--- src/hw/link_pkg.sv ---
// link packet formats
package link_pkg;

  // fixed widths of the link format
  localparam int data_width_lp = 32;
  localparam int addr_width_lp = 10;
  localparam int cord_width_lp = 4;

  // data word carried by both packet types
  typedef logic [data_width_lp-1:0] data_t;

  // word address into the endpoint memory
  typedef logic [addr_width_lp-1:0] addr_t;

  // x or y position of a tile
  typedef logic [cord_width_lp-1:0] cord_t;

  // request on the forward link, 52 bits
  typedef struct packed {
    logic [1:0] op;
    addr_t      addr;
    data_t      data;
    cord_t      src_x;
    cord_t      src_y;
  } fwd_pkt_s;

  // response on the return link, 42 bits
  typedef struct packed {
    logic [1:0] kind;
    data_t      data;
    cord_t      dest_x;
    cord_t      dest_y;
  } rev_pkt_s;

endpackage

--- src/hw/resp_fifo.sv ---
// return packet FIFO
`timescale 1ns/1ps

module resp_fifo
  import link_pkg::*;
 #(parameter int els_p = 3
  )
  (input  logic     clk_i
  ,input  logic     rst_i
  ,input  logic     v_i
  ,input  rev_pkt_s data_i
  ,output logic     ready_o
  ,output logic     v_o
  ,output rev_pkt_s data_o
  ,input  logic     yumi_i
  );

  localparam int ptr_width_lp = (els_p > 1) ? $clog2(els_p) : 1;
  localparam int cnt_width_lp = $clog2(els_p + 1);

  rev_pkt_s                mem_r [els_p];
  logic [ptr_width_lp-1:0] wptr_r;
  logic [ptr_width_lp-1:0] rptr_r;
  logic [cnt_width_lp-1:0] count_r;
  logic                    enq;
  logic                    deq;

  assign ready_o = count_r != cnt_width_lp'(els_p);
  assign v_o     = count_r != '0;
  assign data_o  = mem_r[rptr_r];
  assign enq     = v_i & ready_o;
  assign deq     = yumi_i & v_o;

  always_ff @(posedge clk_i)
  begin
    if (enq)
      mem_r[wptr_r] <= data_i;
  end

  // pointers wrap at els_p, which need not be a power of two
  always_ff @(posedge clk_i)
  begin
    if (rst_i)
    begin
      wptr_r <= '0;
      rptr_r <= '0;
      count_r <= '0;
    end
    else
    begin
      if (enq)
        wptr_r <= (wptr_r == ptr_width_lp'(els_p - 1)) ? '0 : wptr_r + 1'b1;
      if (deq)
        rptr_r <= (rptr_r == ptr_width_lp'(els_p - 1)) ? '0 : rptr_r + 1'b1;
      case ({enq, deq})
        2'b10:
          count_r <= count_r + 1'b1;
        2'b01:
          count_r <= count_r - 1'b1;
        default:
          count_r <= count_r;
      endcase
    end
  end

endmodule

--- src/hw/resp_credit_to_ready_and.sv ---
// credit to valid/ready response adapter
`timescale 1ns/1ps

module resp_credit_to_ready_and
  import link_pkg::*;
 #(parameter int fifo_els_p = 3
  )
  (input  logic     clk_i
  ,input  logic     rst_i
  ,input  logic     crd_v_i
  ,input  rev_pkt_s crd_pkt_i
  ,output logic     crd_return_o
  ,output logic     rev_v_o
  ,output rev_pkt_s rev_pkt_o
  ,input  logic     rev_ready_i
  );

  logic fifo_yumi;
  logic crd_return_r;

  assign fifo_yumi = rev_v_o & rev_ready_i;

  // sender only transmits under credit, so the FIFO always has room
  resp_fifo
 #(.els_p  (fifo_els_p)
  ) sink_fifo
  (.clk_i  (clk_i     )
  ,.rst_i  (rst_i     )
  ,.v_i    (crd_v_i   )
  ,.data_i (crd_pkt_i )
  ,.ready_o(          )
  ,.v_o    (rev_v_o   )
  ,.data_o (rev_pkt_o )
  ,.yumi_i (fifo_yumi )
  );

  // credit goes back one cycle after each dequeue
  always_ff @(posedge clk_i)
  begin
    if (rst_i)
      crd_return_r <= 1'b0;
    else
      crd_return_r <= fifo_yumi;
  end

  assign crd_return_o = crd_return_r;

endmodule

--- config.mk ---
export PLATFORM = sky130hd
export DESIGN_NAME = resp_credit_to_ready_and
export DESIGN_NICKNAME = d
export VERILOG_FILES = /design/src/hw/link_pkg.sv /design/src/hw/resp_fifo.sv /design/src/hw/resp_credit_to_ready_and.sv
export SDC_FILE = /design/constraint.sdc
export NUM_CORES = 1
export LEC_CHECK = 0
export BUFFER_PORTS_ARGS = -buffer_cell sky130_fd_sc_hd__buf_4
export CORE_MARGIN = 4
export CORE_UTILIZATION = 55
export DETAILED_ROUTE_END_ITERATION = 10
export GPL_TIMING_DRIVEN = 0
export PLACE_DENSITY = 0.79
export SYNTH_ARGS = -nofsm -noshare
export SYNTH_HDL_FRONTEND = slang
export SYNTH_SLANG_ARGS = --single-unit
--- constraint.sdc ---
create_clock -name clk_i -period 13.55 [get_ports clk_i]
set_input_delay 1.355 -clock clk_i [delete_from_list [all_inputs] [get_ports clk_i]]
set_output_delay 1.355 -clock clk_i [all_outputs]
set_load 0.05 [all_outputs]
# Word-level counts from Yosys, hierarchy flattened

Memory sizes are Yosys's and may differ from the RTL's. A register that Yosys moved wholly into a read port is not among the register bits.
Cells that the tools add are included.
W data, S select, Z words.

Flip-flop bits (word level): 7
Memory bits (writable): 126
Bits of input ports: 46
Output and inout bits: 44
Word-level logic and storage cells: 26
Memories: 1

Memory list:

| name            | depth | width | rd ports | clocked after Yosys merged registers in | write ports | line            | source |
|---|---|---|---|---|---|---|---|
| sink_fifo.mem_r | 3     | 42    | 1        | 1                                       | 1           | resp_fifo.sv:21 | `rev_pkt_s mem_r [els_p];` |

$add $sub $neg: 4
Eq/ne operators: 5
Muxes and demuxes: 7
Bitwise gates (word level): 3
Reduce and logical (&&, ||, !) cells: 2

Operator list:

| cell                  | number |
|---|---|
| $mux W2               | 4 |
| $add A2 B1 Y2 const B | 3 |
| $eq A2 B2 Y1 const B  | 3 |
| $pmux W2 S2           | 1 |
| $reduce_bool A2 Y1    | 2 |
| $and A1 B1 Y1         | 3 |
| $eq A2 B1 Y1 const B  | 1 |
| $mux W1               | 2 |
| $ne A2 B2 Y1 const B  | 1 |
| $sub A2 B1 Y2 const B | 1 |

# Longest topological paths before layout

Gate-level depths: netlist of run 1.

Depth after elaboration: 5
Depth in mapped cells: 6
Gate-level depth less buffers: 6

# Modules after synthesis

Synthesis of run 1 repeated with hierarchy kept, for this count alone.

Cells, all modules: 303
Area, all modules: 4998.5 sq um

By module, submodules not included:

| module                   | times used | cells each | area an instance (sq um) | sequential area each (sq um) |
|---|---|---|---|---|
| resp_fifo                | 1          | 300        | 4963.5                   | 3943.8 |
| resp_credit_to_ready_and | 1          | 3          | 35.0                     | 20.0 |

# Least setup slack after synthesis of run 1

OpenSTA, ideal clock, no wires.

Path type: input -> register
Start: input port crd_v_i
End: memory sink_fifo.mem_r[2][0] (netlist bit), enable pin
Arrival time: 4.728 ns
Required time: 13.048 ns
Setup slack: 8.320 ns
Stages on the path: 2
Cells stage by stage: a21bo_2 > nor3b_1

Cells in the longest elaborated chain, start to end: 3

RTL lines:

| item                          | line                           | source |
|---|---|---|
| from (decl)                   | resp_credit_to_ready_and.sv:10 | `,input logic crd_v_i` |
| $and A1 B1 Y1                 | resp_fifo.sv:31                | `assign enq = v_i & ready_o;` |
| $mux W1                       | resp_fifo.sv:36                | `if (enq)` |
| $mux W1 (implied by the code) | resp_fifo.sv:37                | `mem_r[wptr_r] <= data_i;` |
| to (decl)                     | resp_fifo.sv:21                |  |

No other way between the ends.

==> run metrics, run 1 <==
cell taking the most area after synthesis=edfxtp_1; clk_skew=0.00689 ns; Root Driver=clkbuf_8; routed vias=2,841; share of cells above drive strength 1=0.327; critical path data required time=12.19 ns; cells along the critical path=buf_2 -> clkbuf_1 -> nand2_1 -> o21ai_1 -> buf_4; Worst Path Arrival=1.97 ns; worst vdd ir=0.110 mV; vias in the first global route=2,895; top-area cell type share of the netlist area=0.757; outcome=finished, final reports clean; wire per inst=17.7 µm; GRT Overall Usage=0.187; wirelength, routed=9.46 mm; Max Fclk=0.301 GHz; Inst Count DP=505; Syn-to-layout area delta=30.4%; max incr delay on CP=0.44 ns; Max-cap violations=0; Setup Viol. Count Final=0; clk sink count=135; Min-Delay Path Class=flop to flop; first-pass GRT wire length=14.5 mm; part of the cycle the worst path needs=0.245; Net Count, Synth=348; clock buffer count from CTS=17; worst-margin pin slew=0.877 ns; Core ar.=8760 µm²; Iter 0 DRT Violations=81; Initial Util=0.570; Synth Area in Simple Gates=0.0476; Clock Latency Late Sink=0.50 ns; number of synthesized register bits=135; XOR/XNOR share of the synthesized area=0.00351; hold buffers post-CTS=0; nets=463; Mean Syn Cell Area=16.6 µm²; largest net degree at the start of global routing=23; Reg clk slew, reported paths=0.06 ns; Synth top cells by count=126 x edfxtp_1, 45 x nand2_1, 42 x mux2i_1; CP Launch Type=flop; Slew HR=0.415; Leak=2.31 nW; Cell Pwr Density=202 nW/µm²; post-CTS sizing=0; Sum Neg Setup Slack=0 ns; Fillers=552; RSZ-0062 raised after global routing=no; io pins=90; Pins Over Slew Limit=0; Pre-Repair DR Iteration Count=4; worst setup path category=flop to primary output; cell count after synthesis=301; CP max FO=10; ranking of synthesized cells by area=edfxtp_1 76%, mux2i_1 8.4%, dfxtp_1 3.6%, nand2_1 3.4%, o21ai_1 2.8%; die area=10,700 µm²; fin crit period=3.32 ns; CTS max path bufs=2; antenna violations before repair=0; Slowest-stage cell, CP=clkbuf_1; H-Tree Depth=4; mux cell area share after synthesis=0.0841; CTS tree=built; Die Span Y=103 µm; GRT overflow=0; Finished Layout Cells=536; final hold vios=0; FP Rows=34; chip width=103 µm; asr flop ratio synth=0; post-synthesis compound-gate area fraction=0.0536; YS warnings=0; main combinational cell family by area after synthesis=multiplexers; DRT antenna net count=0; diode count=0; via/cell ratio=5.30; postcts setup bufs=0; HPWL after DPL=6.14 mm; Main synth FF type=edfxtp_1; Netlist cell types=26; port buffer count=89; Post-Synth Adder-Cell Area=0.00250; count leader, synth=edfxtp_1; Post-Syn Area=5000 µm²; Post-synth EDFFs=126; CP Capture Type=primary output; register area share after synthesis=0.793; # DRC=0; GPL Wtd Cong=0.728
[routing by layer]
layer	wire, µm	up-vias	track usage
met4	49	0	0.0637
met3	558	5	0.0543
li1	-	1365	-
met5	0	-	0
met2	4840	81	0.306
met1	4020	1390	0.242
[power by group]
group / total [mW] / switching (mW) / internal [mW] / leakage, nW
logic: 0.370 / 0.252 / 0.118 / 0.799
registers: 0.505 / 0.0114 / 0.494 / 1.24
clock network: 0.439 / 0.161 / 0.278 / 0.272
[cell type report]
type	instances	area [µm²]	share of cell area
clock buffers	18	418	0.0641
repair buffers	96	800	0.123
well taps	108	135	0.0207
inverters	2	7.51	0.00115
clock inverters	13	158	0.0242
flip-flops and latches	135	3960	0.608
multi-input cells	150	967	0.148
plain buffers	14	70.1	0.0107
[sequential cells by signal (all words and copies together), names as in the netlist, named ones only]
name and cells:
sink_fifo.mem_r 126, sink_fifo.count_r 2, sink_fifo.rptr_r 2, sink_fifo.wptr_r 2
crd_return_o 1
[worst max-delay path: cells and delay by family, from the launching register on]
family	cells	cell delay, ns
buffers and inverters	3	0.90
DFF	1	0.34
and+or+nand+nor	1	0.10
AOI/OAI and AO/OA	1	0.13
[final timing paths]
| check | slack (ns) | depth (start not counted) | end | startpoint |
|---|---|---|---|---|
| worst min register to register | 0.48 | 2 | sink_fifo.rptr_r[0] | sink_fifo.rptr_r[0] |
| worst max register to register | 11.46 | 4 | sink_fifo.mem_r[1][6] | sink_fifo.count_r[0] |
| worst max-delay path | 10.23 | 5 | rev_pkt_o[3] | flop |
| worst min-delay path | 0.48 | 2 | sink_fifo.rptr_r[0] | sink_fifo.rptr_r[0] |
[layout by cell type (no fill, tap or decap)]
cell and instances:
xor2_1 1, clkinv_2 4, a21bo_2 1, o21ai_1 28, inv_1 1, bufinv_16 3, mux2i_1 42, clkbuf_8 1
buf_2 2, or3_1 3, a21oi_1 3, buf_16 3, o21ba_1 1, or2_2 1, nor2_1 2, nor3b_2 1
ha_1 1, edfxtp_1 126, and2_2 1, clkbuf_1 8, buf_4 93, inv_2 1, clkinv_4 2, xnor2_1 1
o21ai_0 15, nor3b_4 1, nand2_1 45, clkinvlp_4 4, a21oi_2 1, o21ai_2 1, buf_1 1, clkbuf_16 16
or3b_1 1, buf_8 1, buf_6 3, dfxtp_1 9
[kinds of logic after synthesis]
family,after synthesis
xor+xnor,2
compound gates,50
fa+ha+maj,1
simple gates,55
mux,42
buf+inv,16
flops,135
[metrics by stage]
step | hold slack, ns | cell area [µm²] | util | worst slack [ns] | total power, mW
finish | 0.484 | 6520 | 0.744 | 10.23 | 1.31
global placement | 0.462 | 5800 | 0.662 | 6.30 | 0.874
floorplan | 0.446 | 5000 | - | 8.32 | 0.768
CTS | 0.486 | 6520 | 0.744 | 10.19 | 1.32
detailed placement | 0.477 | 5940 | 0.678 | 10.33 | 0.887
global route | 0.523 | 6520 | 0.744 | 10.00 | 1.36
Power figures use the tool's default switching activity.
==> inputs of run 2 (changes only) <==
clock period = 3.1 ns   (was 13.55 ns; I/O delays follow)
==> run metrics, run 2 (synthesized netlist as in run 1, its figures left out) <==
max reg flops=126 (unchanged); Max Fclk=0.431 GHz; worst-margin pin slew=0.956 ns (was 0.877 ns); Setup Viol. Count Final=0 (unchanged); design area=7020 µm² (was 6520 µm²); port buffer count=89 (unchanged); diode count=0 (unchanged); CTS max path bufs=2 (unchanged); Pins Over Slew Limit=0 (unchanged); R2R depth=3 (was 4); Clock Latency Late Sink=0.51 ns (was 0.50 ns); post-CTS sizing=0 (unchanged); Area after DPL=5940 µm² (about the same); final core utilization=0.801 (was 0.744); Iter 0 DRT Violations=87 (was 81); Pre-Repair DR Iteration Count=5 (was 4); worst setup path category=flop to primary output (unchanged); Core ar.=8760 µm² (unchanged); Fillers=503 (was 552); CP Launch Type=flop (unchanged); Sum Neg Setup Slack=0 ns (unchanged); WP buf/inv=3 (unchanged); Max-cap violations=0 (unchanged); part of the cycle the worst path needs=0.748; antenna violations before repair=0 (unchanged); largest net degree at the start of global routing=25 (was 23); clk sink count=135 (unchanged); fin crit period=2.32 ns; share of cells above drive strength 1=0.289 (was 0.327); H-Tree Depth=4 (unchanged); Worst Path Arrival=2.01 ns (was 1.97 ns); Leak=2.52 nW (was 2.31 nW); io pins=90 (unchanged); # DRC=0 (unchanged); wire per inst=18.0 µm (was 17.7 µm); FP Rows=34 (unchanged); Slew HR=0.362 (was 0.415); first-pass GRT wire length=16.4 mm (was 14.5 mm); Top reg by flops=sink_fifo.mem_r (unchanged); vias in the first global route=3,313 (was 2,895); routed vias=3,054 (was 2,841); cells along the critical path=buf_2 -> buf_1 -> nand2_1 -> o21ai_0 -> buf_4 (was buf_2 -> clkbuf_1 -> nand2_1 -> o21ai_1 -> buf_4); clock buffer count from CTS=17 (unchanged); Reg clk slew, reported paths=0.06 ns (about the same); cell family with most CP delay=buffers and inverters (unchanged); CTS tree=built (unchanged); final hold slack=0.0931 ns (was 0.484 ns); Crit path depth=5 (unchanged); clk_skew=0.0102 ns (was 0.00689 ns); CP Capture Type=primary output (unchanged); commonest non-fill, non-tap cell in the layout=edfxtp_1 (unchanged); CP max FO=10 (unchanged); nets=505 (was 463); GRT Overall Usage=0.210 (was 0.187); Min-Delay Path Class=input pin to flop (was flop to flop); outcome=finished, final reports clean (unchanged); GPL Wtd Cong=0.685 (was 0.728); Initial Util=0.570 (unchanged); chip width=103 µm (unchanged); Slowest-stage cell, CP=buf_1 (was clkbuf_1); hold buffers post-CTS=43 (was 0); via/cell ratio=5.27 (was 5.30); worst vdd ir=0.602 mV (was 0.110 mV); max incr delay on CP=0.41 ns (was 0.44 ns); postcts setup bufs=0 (unchanged); RSZ-0062 raised after global routing=no (unchanged); Cell Pwr Density=866 nW/µm² (was 202 nW/µm²); Syn-to-layout area delta=40.4% (was 30.4%); HPWL after DPL=6.28 mm (was 6.14 mm); die area=10,700 µm² (unchanged); GRT overflow=0 (unchanged); Hold Crit Depth=3 (was 2); DRT antenna net count=0 (unchanged); critical path data required time=2.79 ns (was 12.19 ns); most frequent cells in the layout=126 x edfxtp_1, 93 x buf_4, 45 x nand2_1 (unchanged); Root Driver=clkbuf_8 (unchanged); Die Span Y=103 µm (unchanged); wirelength, routed=10.4 mm (was 9.46 mm); final hold vios=0 (unchanged)
==> run 2: changes by cell type in the layout (fill, tap and decap cells not counted), sizes merged <==
cell | before | now
clkinvlp | 4 | 1
clkbuf | 25 | 26
clkinv | 6 | 4
buf | 103 | 102
dlygate4sd3 | 0 | 43
bufinv | 3 | 6
inv | 2 | 4
==> run 2: stage by stage <==
stage	cells	power, mW	setup WS, ns
3_3_place_gp	498	3.82	-0.717
5_1_grt	579	6.29	0.596
6_report	579	6.07	0.782
2_1_floorplan	301	3.36	0.349
4_1_cts	579	6.10	0.761
3_5_place_dp	504	3.88	1.06
==> run 2: cell type report <==
class	count	area (µm²)	area share
inverter	2	7.51	0.00107
clock buffer	19	422	0.0601
timing repair buffer	138	1220	0.174
tap	108	135	0.0193
multi-input combinational	150	973	0.139
buffer	14	70.1	0.00999
clock inverter	13	225	0.0321
sequential	135	3960	0.565
==> run 2: routing by layer <==
| layer | wire length (µm) | vias up | track usage |
|---|---|---|---|
| li1 | - | 1450 | - |
| met2 | 5680 | 83 | 0.385 |
| met1 | 4180 | 1514 | 0.243 |
| met4 | 37 | 0 | 0.0448 |
| met5 | 0 | - | 0 |
| met3 | 548 | 7 | 0.0664 |
==> run 2: where the power goes <==
part / internal (mW) / leakage, nW / switching [mW]
Clock: 1.47 / 0.310 / 0.724
Sequential: 2.16 / 1.24 / 0.0555
Combinational: 0.548 / 0.972 / 1.12
==> run 2: worst paths after layout <==
path / slack (ns) / endpoint / from
setup / recovery: 0.78 / rev_pkt_o[34] / flop
hold / removal: 0.09 / crd_return_o / rev_ready_i
setup reg to reg: 1.06 / sink_fifo.mem_r[2][14] / sink_fifo.count_r[0]
hold reg to reg: 0.51 / sink_fifo.rptr_r[0] / sink_fifo.rptr_r[0]
==> run 2: tightest hold or removal path: stages <==
cell     delay [ns]
buf_4          0.08
o21ai_2        0.09
nor2_1         0.09
