## config.mk

```make
export PLATFORM = sky130hd
export DESIGN_NAME = resp_credit_out
export DESIGN_NICKNAME = d
export VERILOG_FILES = /design/src/hw/link_pkg.sv /design/src/hw/endpoint_pkg.sv /design/src/hw/resp_credit_out.sv
export SDC_FILE = /design/constraint.sdc
export NUM_CORES = 1
export LEC_CHECK = 0
export BUFFER_PORTS_ARGS = -buffer_cell sky130_fd_sc_hd__buf_4
export CORE_MARGIN = 2
export CORE_UTILIZATION = 25
export DETAILED_ROUTE_END_ITERATION = 12
export HOLD_SLACK_MARGIN = 0.15
export PLACE_DENSITY_LB_ADDON = 0.1
export RECOVER_POWER = 25
export SYNTH_ARGS = -nofsm -noshare
export SYNTH_HDL_FRONTEND = slang
export SYNTH_SLANG_ARGS = --single-unit
```

## constraint.sdc

```tcl
create_clock -name clk_i -period 2.53 [get_ports clk_i]
set_input_delay 0.253 -clock clk_i [delete_from_list [all_inputs] [get_ports clk_i]]
set_output_delay 0.253 -clock clk_i [all_outputs]
set_load 0.03 [all_outputs]
```

## src/hw/link_pkg.sv

```systemverilog
// link packet formats
package link_pkg;

  // fixed widths of the link format
  localparam int data_width_lp = 32;
  localparam int addr_width_lp = 10;
  localparam int cord_width_lp = 4;

  // data word carried by both packet types
  typedef logic [data_width_lp-1:0] data_t;

  // word address into the endpoint memory
  typedef logic [addr_width_lp-1:0] addr_t;

  // x or y position of a tile
  typedef logic [cord_width_lp-1:0] cord_t;

  // request on the forward link, 52 bits
  typedef struct packed {
    logic [1:0] op;
    addr_t      addr;
    data_t      data;
    cord_t      src_x;
    cord_t      src_y;
  } fwd_pkt_s;

  // response on the return link, 42 bits
  typedef struct packed {
    logic [1:0] kind;
    data_t      data;
    cord_t      dest_x;
    cord_t      dest_y;
  } rev_pkt_s;

endpackage

```

## src/hw/endpoint_pkg.sv

```systemverilog
// endpoint request and result types
package endpoint_pkg;

  import link_pkg::*;

  typedef enum logic [1:0] {
    op_load   = 2'd0,
    op_store  = 2'd1,
    op_amoadd = 2'd2
  } op_e;

  typedef enum logic [1:0] {
    rev_load  = 2'd0,
    rev_store = 2'd1,
    rev_amo   = 2'd2,
    rev_error = 2'd3
  } rev_kind_e;

  // phase of the execute stage
  typedef enum logic [1:0] {
    exec_idle,
    exec_read,
    exec_write
  } exec_state_e;

  // classified request handed to the execute stage
  typedef struct packed {
    op_e   op;
    addr_t addr;
    data_t data;
    cord_t src_x;
    cord_t src_y;
    logic  in_range;
  } exec_req_s;

  typedef struct packed {
    rev_kind_e kind;
    data_t     data;
    cord_t     dest_x;
    cord_t     dest_y;
  } exec_res_s;

endpackage

```

## src/hw/resp_credit_out.sv

```systemverilog
// credit-based response sender
`timescale 1ns/1ps

module resp_credit_out
  import link_pkg::*, endpoint_pkg::*;
 #(parameter int fifo_els_p = 3
  )
  (input  logic      clk_i
  ,input  logic      rst_i
  ,input  logic      exe_v_i
  ,input  exec_res_s exe_res_i
  ,output logic      res_ready_o
  ,output logic      crd_v_o
  ,output rev_pkt_s  crd_pkt_o
  ,input  logic      crd_return_i
  );

  localparam int credit_width_lp = $clog2(fifo_els_p + 1);

  logic [credit_width_lp-1:0] credits_r;
  logic                       crd_v_r;
  rev_pkt_s                   crd_pkt_r;
  logic                       take;

  // a packet waiting to go out has already claimed one credit
  assign res_ready_o = credits_r > credit_width_lp'(crd_v_r);
  assign take        = exe_v_i & res_ready_o;

  always_ff @(posedge clk_i)
  begin
    if (rst_i)
      credits_r <= credit_width_lp'(fifo_els_p);
    else
    begin
      case ({crd_v_r, crd_return_i})
        2'b10:
          credits_r <= credits_r - 1'b1;
        2'b01:
          credits_r <= credits_r + 1'b1;
        default:
          credits_r <= credits_r;
      endcase
    end
  end

  // one-cycle send per accepted result
  always_ff @(posedge clk_i)
  begin
    if (rst_i)
      crd_v_r <= 1'b0;
    else
      crd_v_r <= take;
  end

  always_ff @(posedge clk_i)
  begin
    if (take)
    begin
      crd_pkt_r.kind <= exe_res_i.kind;
      crd_pkt_r.data <= exe_res_i.data;
      crd_pkt_r.dest_x <= exe_res_i.dest_x;
      crd_pkt_r.dest_y <= exe_res_i.dest_y;
    end
  end

  assign crd_v_o   = crd_v_r;
  assign crd_pkt_o = crd_pkt_r;

endmodule

```

# After elaboration in Yosys (flattened, before gate mapping)
# Index checks and enable logic that the tools add are counted.
# word_totals
out_inout_bits,44
regBits,45
inputBits,46
elab_cells,14
# classes
mux,1
reduce_logical,1
eq_ne,2
magnitude_cmp,1
bitwise_logic,1
addsub,2
# op_table
op,n
$pmux W2 S2,1
$add A2 B1 Y2 const B,1
$eq A2 B1 Y1 const B,1
$eq A2 B2 Y1 const B,1
$gt A2 B1 Y1,1
$reduce_bool A2 Y1,1
$sub A2 B1 Y2 const B,1
$and A1 B1 Y1,1

# Logic depth before layout (Yosys ltp)
# Gate-level depths: netlist of run 1.
# logic_depth
depth_word,2
ltp_mapped,5
mapped_depth_nobuf,5

# Worst setup path before layout of run 1
# Ideal clock, no wire load.
# synth_timing
kind,flip-flop to flip-flop
from,"reg crd_v_r, in the netlist crd_v_o"
to,"reg crd_pkt_r (netlist bit crd_pkt_o[0]), enable pin"
setup_time_ns,0.404
required_time_ns,2.126
synth_period_minus_slack_ns,2.840
path_slack_ns,-0.310
n_path_buf,0
arrival_time_ns,2.436
path_stages_with_launch,4
cell_sequence,dfxtp_1 ha_1 o21bai_1 and2_1
# synth_via
elab_chain_cells,2
# synth_rtl
element,line_no,source
start: declaration,resp_credit_out.sv:21,logic crd_v_r;
start signal: assignment,resp_credit_out.sv:52,crd_v_r <= take;
$gt A2 B1 Y1,resp_credit_out.sv:26,assign res_ready_o = credits_r > credit_width_lp'(crd_v_r);
via res_ready_o,resp_credit_out.sv:12,",output logic res_ready_o"
$and A1 B1 Y1,resp_credit_out.sv:27,assign take = exe_v_i & res_ready_o;
via take,resp_credit_out.sv:23,logic take;
end: declaration,resp_credit_out.sv:22,rev_pkt_s crd_pkt_r;
# The timed path passes the listed nets, and every way through them passes these cells.
# A chain may end at the register's enable or synchronous reset.

# Final worst setup path of run 1
# layout_timing
from,reg credits_r[0]
to,"reg crd_pkt_r (netlist bit crd_pkt_o[19]), enable pin"
# layout_via
elab_chain_cells,2
# layout_rtl
element,line_no,source
start: declaration,resp_credit_out.sv:20,logic [credit_width_lp-1:0] credits_r;
start signal: assignment,resp_credit_out.sv:32,credits_r <= credit_width_lp'(fifo_els_p);
start signal: assignment,resp_credit_out.sv:37,credits_r <= credits_r - 1'b1;
start signal: assignment,resp_credit_out.sv:39,credits_r <= credits_r + 1'b1;
$gt A2 B1 Y1,resp_credit_out.sv:26,
$and A1 B1 Y1,resp_credit_out.sv:27,
via take,resp_credit_out.sv:23,
# The timed path passes the listed nets, and every way through them passes these cells.

==> metrics.csv, run 1 <==
metric,value,unit
clk root buf,clkbuf_8,
static leakage,1.13,nW
# Post-CTS Setup Buffers,0,
Most used DFF post-synth,edfxtp_1,
die height,79.3,um
Remaining DRCs,0,
maximum VDD drop,0.256,mV
Rows,27,
RSZ-0062 raised after global routing,no,
worst skew pair latency,0.28,ns
"FFs w/ async S/R, synth",0,
number of global-route vias before repair,1056,
Area Growth Syn to Fin,90.8,%
WL per Instance,11.7,um
Relative slew margins,0.690,
Critical Path RT,2.52,ns
f_max,528,MHz
Overflow after GRT,0,
# nets final,246,
switching part of the total power,0.250,
critical path arrival,1.88,ns
largest net degree at the start of global routing,26,
Buffers on Ports,89,
post-route ant nets,0,
routed vias/inst,3.78,
placeable core area,5470,um^2
Clock Skew,0.00500,ns
Final Hold Vio Count,0,
PostCTS Resize Cnt,0,
Comb pwr share,0.215,
Final Cycle Share,0.748,
First DRT Iteration DRCs,23,
share of the synthesized area in the top cell type,0.890,
synthesized flop and latch total,45,
sequential fraction of the synthesis area,0.933,
Avg Synthesized Cell Area,24.4,um^2
CTS Buf Count,5,
"Cell Area, Synth",1420,um^2
first-pass GRT wire length,4.89,mm
CP endpoint kind,flop,
startpoint class of the critical path,flop,
final worst-path setup slack,0.637,ns
crit-path max FO,25,
P_int,1.24,mW
H-tree Lvls,2,
DP HPWL,2.23,mm
Via Count,1020,
DIE AREA,6280,um^2
Worst-Margin Slew,0.465,ns
Routed WL,3.17,mm
cell taking the most area after synthesis,edfxtp_1,
"Design Area, Final",2700,um^2
WS Path Type,flop to flop,
placed cell areas,2200,um^2
All-Layer GR Usage,0.104,
share of cells above drive strength 1,0.485,
Post-synth EDFFs,42,
clk buf depth,2,
power density over the cells,614,nW/um^2
Slew Limit Fails,0,
most common cell in the netlist,edfxtp_1,
crit path time final,1.89,ns
synth cell count leaders,"edfxtp_1, dfxtp_1, ha_1, inv_1, xor2_1",
syn_nets,106,
fill count,487,
final setup TNS,0,ns
Gate Count Post-Synth,58,
Layout Utilization,0.494,
clk sinks,45,
clk slew on worst S/H paths,0.08,ns
sequential power share,0.547,
die width,79.3,um
num ports,90,
Net Sw Power,415,uW
Starting Density,0.259,
Pre-antenna DRT Iters,3,
result of the run,"finished, final reports clean",
Synth area leaders,"edfxtp_1, dfxtp_1, ha_1",
max cap viols,0,
Setup Viol. Count Final,0,
Clock Power Share,0.238,
Worst Hold Class,input pin to flop,
Final GP Congestion,0.651,
initial antenna violation count,0,
diode count,0,
Yosys cell types,12,
YS warnings,0,
CTS tree,built,
pre-CTS setup slack,0.617,ns
[state kept, by name, indices dropped and copies added, names as in the netlist]
register / count
crd_pkt_o: 42
credits_r: 2
crd_v_o: 1
[critical path: stages (launching register included)]
cell and delay [ns]:
dfxtp_1 0.38, inv_1 0.05, ha_1 0.26, o21bai_1 0.18, and2_2 0.48, buf_12 0.24
[routing by layer]
layer / GRT usage / part of all wire / vias to the layer above
met5: 0 / 0 / -
met4: 0.0362 / 0.0047 / 0
met3: 0.0409 / 0.083 / 2
met2: 0.185 / 0.54 / 42
met1: 0.114 / 0.37 / 474
li1: - / - / 502
[layout by cell type (no fill, tap or decap), drive strengths merged, types with 2 or more instances in the layout]
cell type,netlist,routed
buf,0,58
dlygate4sd3,0,43
edfxtp,42,42
clkbuf,0,38
dfxtp,3,3
inv,2,2
xor2,2,2
ha,2,2
[power groups by stage]
| stage | Clock (mW) | Sequential [mW] | Combinational (mW) |
|---|---|---|---|
| 3_3_place_gp | 0 | 0.924 | 0.308 |
| 3_5_place_dp | 0 | 0.925 | 0.312 |
| 6_report | 0.394 | 0.907 | 0.357 |
| 4_1_cts | 0.421 | 0.908 | 0.366 |
| 2_1_floorplan | 0 | 1.04 | 0.0437 |
| 5_1_grt | 0.445 | 0.915 | 0.378 |
[logic make-up (layout without fill, tap and decap cells)]
kind of cell,Yosys count,after routing,synth area share
flops,45,45,0.933
simple gates,5,5,0.0230
buf+inv,2,142,0.00530
xor+xnor,2,2,0.0124
compound gates,2,2,0.00883
fa+ha+maj,2,2,0.0177
[final timing paths]
path | start | endpoint | slack [ns] | cells after the start
setup / recovery | credits_r[0]$_SDFFE_PP1P_ | crd_pkt_o[19]$_DFFE_PP_ | 0.64 | 5
hold / removal | crd_return_i | credits_r[0]$_SDFFE_PP1P_ | 0.39 | 4
setup reg to reg | credits_r[0]$_SDFFE_PP1P_ | crd_pkt_o[19]$_DFFE_PP_ | 0.64 | 5
hold reg to reg | credits_r[0]$_SDFFE_PP1P_ | credits_r[0]$_SDFFE_PP1P_ | 0.54 | 2
[final cells by class]
type / count / area, um^2 / area share
Clock buffer: 6 / 72.6 / 0.0269
Clock inverter: 1 / 3.75 / 0.00139
Inverter: 2 / 7.51 / 0.00278
Multi-Input combinational cell: 11 / 88.8 / 0.0329
Sequential cell: 45 / 1320 / 0.489
Tap cell: 72 / 90.1 / 0.0333
Timing Repair Buffer: 133 / 1120 / 0.414
[through the flow]
step                      instances  hold slack (ns)  power [mW]
after global routing            270            0.399        1.74
after floorplan                  58            0.325        1.08
after detailed placement        220            0.432        1.24
final                           270            0.390        1.66
after CTS                       270            0.379        1.70
after global placement          220            0.430        1.23
[repair_timing]
action                     4_1_cts  5_1_grt
hold endpoints to repair        43        0
hold buffers                    43        0
setup endpoints to repair        0        0
Power figures use the tool's default switching activity.
==> run 2: changes to the inputs <==
Clock period 2.53 ns to 1.9 ns, I/O delays scaled along.
==> metrics.csv, run 2 (synthesized netlist as in run 1, its figures left out) <==
metric,value,unit,change
result of the run,"finished, final reports clean",,
CP endpoint kind,flop,,
First DRT Iteration DRCs,23,,unchanged
CTS Buf Count,5,,unchanged
Starting Density,0.259,,unchanged
CTS tree,built,,
CP max-delay cell,dfxtp_1,,
Worst-Margin Slew,0.240,ns,-0.225 ns
die height,79.3,um,unchanged
# Post-CTS Setup Buffers,0,,unchanged
DP HPWL,2.25,mm,+0.81%
Final Cycle Share,0.847,,+0.0985
Worst Hold Class,input pin to flop,,
Pre-antenna DRT Iters,3,,unchanged
Relative slew margins,0.840,,+0.150
All-Layer GR Usage,0.105,,+0.000707
critical path arrival,1.58,ns,-0.30 ns
"commonest non-fill, non-tap cell in the layout",buf_4,,
Via Count,1026,,+0.59%
Final Hold Vio Count,0,,unchanged
Min-Delay Path Depth,4,,unchanged
reg-to-reg endpoint,crd_pkt_o[9]$_DFFE_PP_,,
Area Growth Syn to Fin,94.3,%,
H-tree Lvls,2,,unchanged
switching part of the total power,0.241,,-0.00924
clk root buf,clkbuf_8,,
Overflow after GRT,0,,unchanged
max cap viols,0,,unchanged
most frequent cells in the layout,"buf_4, dlygate4sd3_1, edfxtp_1",,
num ports,90,,unchanged
static leakage,1.15,nW,+1.6%
final worst-path setup slack,0.291,ns,-0.346 ns
final setup TNS,0,ns,unchanged
CP top delay family,flip-flops,,
placeable core area,5470,um^2,unchanged
clk slew on worst S/H paths,0.07,ns,about the same
max FFs per register,42,,unchanged
HP Start,crd_return_i,,
worst skew pair latency,0.29,ns,about the same
P_int,1.80,mW,+45%
pre-CTS setup slack,0.284,ns,-0.333 ns
fill count,513,,+5.3%
RSZ-0062 raised after global routing,no,,
Reg2Reg Depth,5,,unchanged
WS Path Type,flop to flop,,
initial antenna violation count,0,,unchanged
r2r setup slk,0.29,ns,-0.35 ns
post-route ant nets,0,,unchanged
worst r2r src,credits_r[0]$_SDFFE_PP1P_,,
Buffers on Ports,89,,unchanged
Net Sw Power,574,uW,+38%
startpoint class of the critical path,flop,,
Comb pwr share,0.206,,-0.009
hold_buf cts,43,,unchanged
share of cells above drive strength 1,0.495,,+0.0102
Final GP Congestion,0.602,,-7.5%
PostCTS Resize Cnt,0,,unchanged
Max stage delay on crit path,0.39,ns,-0.09 ns
Clock Skew,0.00821,ns,+0.00321 ns
# nets final,247,,+0.41%
Slew Limit Fails,0,,unchanged
DIE AREA,6280,um^2,unchanged
critical path buffer and inverter count,2,,unchanged
crit-path cells,inv_1 > ha_1 > o21bai_4 > and2_4 > buf_4,,
first-pass GRT wire length,4.95,mm,+1.3%
clk sinks,45,,unchanged
sequential power share,0.509,,-0.038
crit-path max FO,18,,-28%
die width,79.3,um,unchanged
largest net degree at the start of global routing,26,,unchanged
routed vias/inst,3.77,,-0.15%
number of global-route vias before repair,1067,,+1.0%
Hold Path End,credits_r[0]$_SDFFE_PP1P_,,
diode count,0,,unchanged
clk buf depth,2,,unchanged
power density over the cells,864,nW/um^2,+41%
maximum VDD drop,0.344,mV,+34%
Rows,27,,unchanged
crit path time final,1.61,ns,-0.284 ns
Clock Power Share,0.285,,+0.047
Critical Path RT,1.87,ns,-0.65 ns
f_max,622,MHz,+18%
Remaining DRCs,0,,unchanged
WL per Instance,11.9,um,+1.3%
Setup Viol. Count Final,0,,unchanged
Routed WL,3.24,mm,+2.0%
run 2: worst reg2reg max path, delay by kind of cell, from the launching register on:
kind	cells	cell delay, ns
flip-flops	1	0.39
buffers and inverters	2	0.32
AND/OR/NAND/NOR	1	0.17
AO/OA/AOI/OAI	1	0.12
adder cells (fa/ha/maj)	1	0.30
run 2: power by group through the flow:
stage / registers (mW) / logic [mW] / clock network [mW]
after floorplan: 1.38 / 0.0689 / 0
after global placement: 1.23 / 0.423 / 0
after detailed placement: 1.23 / 0.430 / 0
after CTS: 1.21 / 0.502 / 0.709
after global routing: 1.22 / 0.519 / 0.750
final: 1.21 / 0.491 / 0.678
run 2: stage by stage:
| stage | hold slack [ns] | power [mW] | cells | util | cell area (um^2) |
|---|---|---|---|---|---|
| 2_1_floorplan | 0.262 | 1.45 | 58 | - | 1430 |
| 3_3_place_gp | 0.365 | 1.65 | 221 | 0.405 | 2220 |
| 3_5_place_dp | 0.369 | 1.66 | 221 | 0.405 | 2220 |
| 4_1_cts | 0.300 | 2.42 | 272 | 0.503 | 2750 |
| 5_1_grt | 0.307 | 2.49 | 272 | 0.503 | 2750 |
| 6_report | 0.318 | 2.38 | 272 | 0.503 | 2750 |
run 2: cell type report:
type | count | area (um^2) | share of cell area
clock inverter | 2 | 33.8 | 0.0123
timing repair buffer | 134 | 1130 | 0.409
clock buffer | 6 | 72.6 | 0.0264
inverter | 2 | 7.51 | 0.00273
sequential | 45 | 1320 | 0.480
tap | 72 | 90.1 | 0.0327
multi-input combinational | 11 | 101 | 0.0368
run 2: how the worst max path moves through the flow:
stage / start / end / depth (start not counted)
after floorplan: crd_v_o$_SDFF_PP0_ / crd_pkt_o[0]$_DFFE_PP_ / 3
after global placement: credits_r[0]$_SDFFE_PP1P_ / crd_pkt_o[5]$_DFFE_PP_ / 5
after detailed placement: credits_r[0]$_SDFFE_PP1P_ / crd_pkt_o[30]$_DFFE_PP_ / 5
after CTS: credits_r[0]$_SDFFE_PP1P_ / crd_pkt_o[9]$_DFFE_PP_ / 5
after global routing: credits_r[0]$_SDFFE_PP1P_ / crd_pkt_o[9]$_DFFE_PP_ / 5
final: credits_r[0]$_SDFFE_PP1P_ / crd_pkt_o[9]$_DFFE_PP_ / 5
run 2: layer usage:
metal	GRT usage	share of wire	routed length, um
met2	0.181	0.54	1750
met1	0.116	0.38	1220
met3	0.0443	0.076	245
met5	0	0	0
met4	0.0362	0.0059	19
==> run 3: changes to the inputs <==
Clock period 1.9 ns to 1.6 ns, I/O delays scaled along.
==> metrics.csv, run 3 (synthesized netlist as in run 1, its figures left out) <==
metric,value,unit,change
Placed Instances,221,,unchanged
First DRT Iteration DRCs,34,,+48%
clk slew on worst S/H paths,0.08,ns,about the same
Rows,27,,unchanged
Pre-antenna DRT Iters,4,,+1
Routed WL,3.19,mm,-1.4%
Final GP Congestion,0.692,,+15%
"commonest non-fill, non-tap cell in the layout",buf_4,,
DP HPWL,2.18,mm,-3.0%
clk buf depth,2,,unchanged
Slew Limit Fails,0,,unchanged
first-pass GRT wire length,4.75,mm,-3.9%
DIE AREA,6280,um^2,unchanged
diode count,0,,unchanged
clk root buf,clkbuf_8,,
Final Cycle Share,0.911,,+0.0640
final worst-path setup slack,0.143,ns,-0.148 ns
Remaining DRCs,0,,unchanged
power density over the cells,1030,nW/um^2,+19%
fin cells,272,,unchanged
Overflow after GRT,0,,unchanged
worst setup path start,credits_r[0]$_SDFFE_PP1P_,,
RSZ-0062 raised after global routing,no,,
die width,79.3,um,unchanged
post-route ant nets,0,,unchanged
critical path arrival,1.45,ns,-0.13 ns
static leakage,1.15,nW,-0.25%
Via Count,1042,,+1.6%
CTS Buf Count,5,,unchanged
Area Growth Syn to Fin,95.6,%,
CTS tree,built,,
final setup TNS,0,ns,unchanged
f_max,686,MHz,+10%
All-Layer GR Usage,0.103,,-0.00228
num ports,90,,unchanged
result of the run,"finished, final reports clean",,
pre-CTS setup slack,0.149,ns,-0.135 ns
worst skew pair latency,0.29,ns,about the same
Buffers on Ports,89,,unchanged
Layout Utilization,0.506,,+0.00320
Clock Skew,0.00327,ns,-0.00494 ns
WL per Instance,11.7,um,-1.4%
startpoint class of the critical path,flop,,
Worst Hold Class,input pin to flop,,
PostCTS Resize Cnt,0,,unchanged
number of global-route vias before repair,1029,,-3.6%
max cap viols,0,,unchanged
Relative slew margins,0.886,,+0.0458
initial antenna violation count,0,,unchanged
max FFs per register,42,,unchanged
CP endpoint kind,flop,,
routed vias/inst,3.83,,+1.6%
die height,79.3,um,unchanged
Critical Path RT,1.59,ns,-0.28 ns
Worst-Margin Slew,0.171,ns,-0.0687 ns
Final Hold Vio Count,0,,unchanged
Setup Viol. Count Final,0,,unchanged
placeable core area,5470,um^2,unchanged
largest net degree at the start of global routing,32,,+23%
crit-path max FO,31,,+13
H-tree Lvls,2,,unchanged
HP Start,crd_return_i,,
Starting Density,0.259,,unchanged
crit path time final,1.46,ns,-0.152 ns
most frequent cells in the layout,"buf_4, dlygate4sd3_1, edfxtp_1",,
maximum VDD drop,0.465,mV,+35%
worst r2r src,credits_r[0]$_SDFFE_PP1P_,,
WS Path Type,flop to flop,,
# nets final,247,,unchanged
clk sinks,45,,unchanged
share of cells above drive strength 1,0.515,,+0.0200
-- run 3: per-layer routing --
metal / wire length (um) / share of wire / track usage / up-vias
li1: - / - / - / 503
met1: 1260 / 0.40 / 0.113 / 477
met2: 1510 / 0.47 / 0.172 / 56
met3: 349 / 0.11 / 0.0443 / 6
met4: 63 / 0.020 / 0.0466 / 0
met5: 0 / 0 / 0 / -
-- run 3: power by group --
part | total (mW) | internal (mW) | leakage (nW) | switching, mW
Combinational | 0.591 | 0.285 | 0.663 | 0.305
Clock | 0.817 | 0.461 | 0.0528 | 0.356
Sequential | 1.44 | 1.40 | 0.434 | 0.0330
Total | 2.84 | 2.15 | 1.15 | 0.694
-- run 3: through the flow --
stage          area, um^2  power (mW)  hold slack [ns]
2_1_floorplan        1450        1.73            0.222
5_1_grt              2770        2.97            0.297
3_5_place_dp         2230        1.98            0.335
4_1_cts              2770        2.90            0.262
3_3_place_gp         2230        1.97            0.333
6_report             2770        2.84            0.270
-- run 3: final timing paths --
kind	endpoint	slack, ns	cells after the start
setup / recovery	crd_pkt_o[24]$_DFFE_PP_	0.14	5
hold / removal	credits_r[0]$_SDFFE_PP1P_	0.27	4
setup reg to reg	crd_pkt_o[24]$_DFFE_PP_	0.14	5
hold reg to reg	credits_r[0]$_SDFFE_PP1P_	0.52	2
-- run 3: critical path, stage by stage, from the launching register on --
cell,delay [ns]
dfxtp_2,0.36
inv_2,0.05
ha_4,0.24
o21bai_4,0.13
and2_4,0.17
buf_12,0.19
-- run 3: what timing repair did --
| item | in CTS | in global routing |
|---|---|---|
| endpoints found under the hold margin | 45 | 0 |
| hold buffers | 43 | 0 |
| setup buffers | 0 | 0 |
-- run 3: final cells by class --
| cell class | instances | area (um^2) |
|---|---|---|
| clock buffer | 6 | 72.6 |
| clock inverter | 2 | 33.8 |
| fill | 495 | 2700 |
| inverter | 2 | 7.51 |
| multi-input combinational | 11 | 114 |
| sequential | 45 | 1330 |
| tap | 72 | 90.1 |
| timing repair buffer | 134 | 1130 |
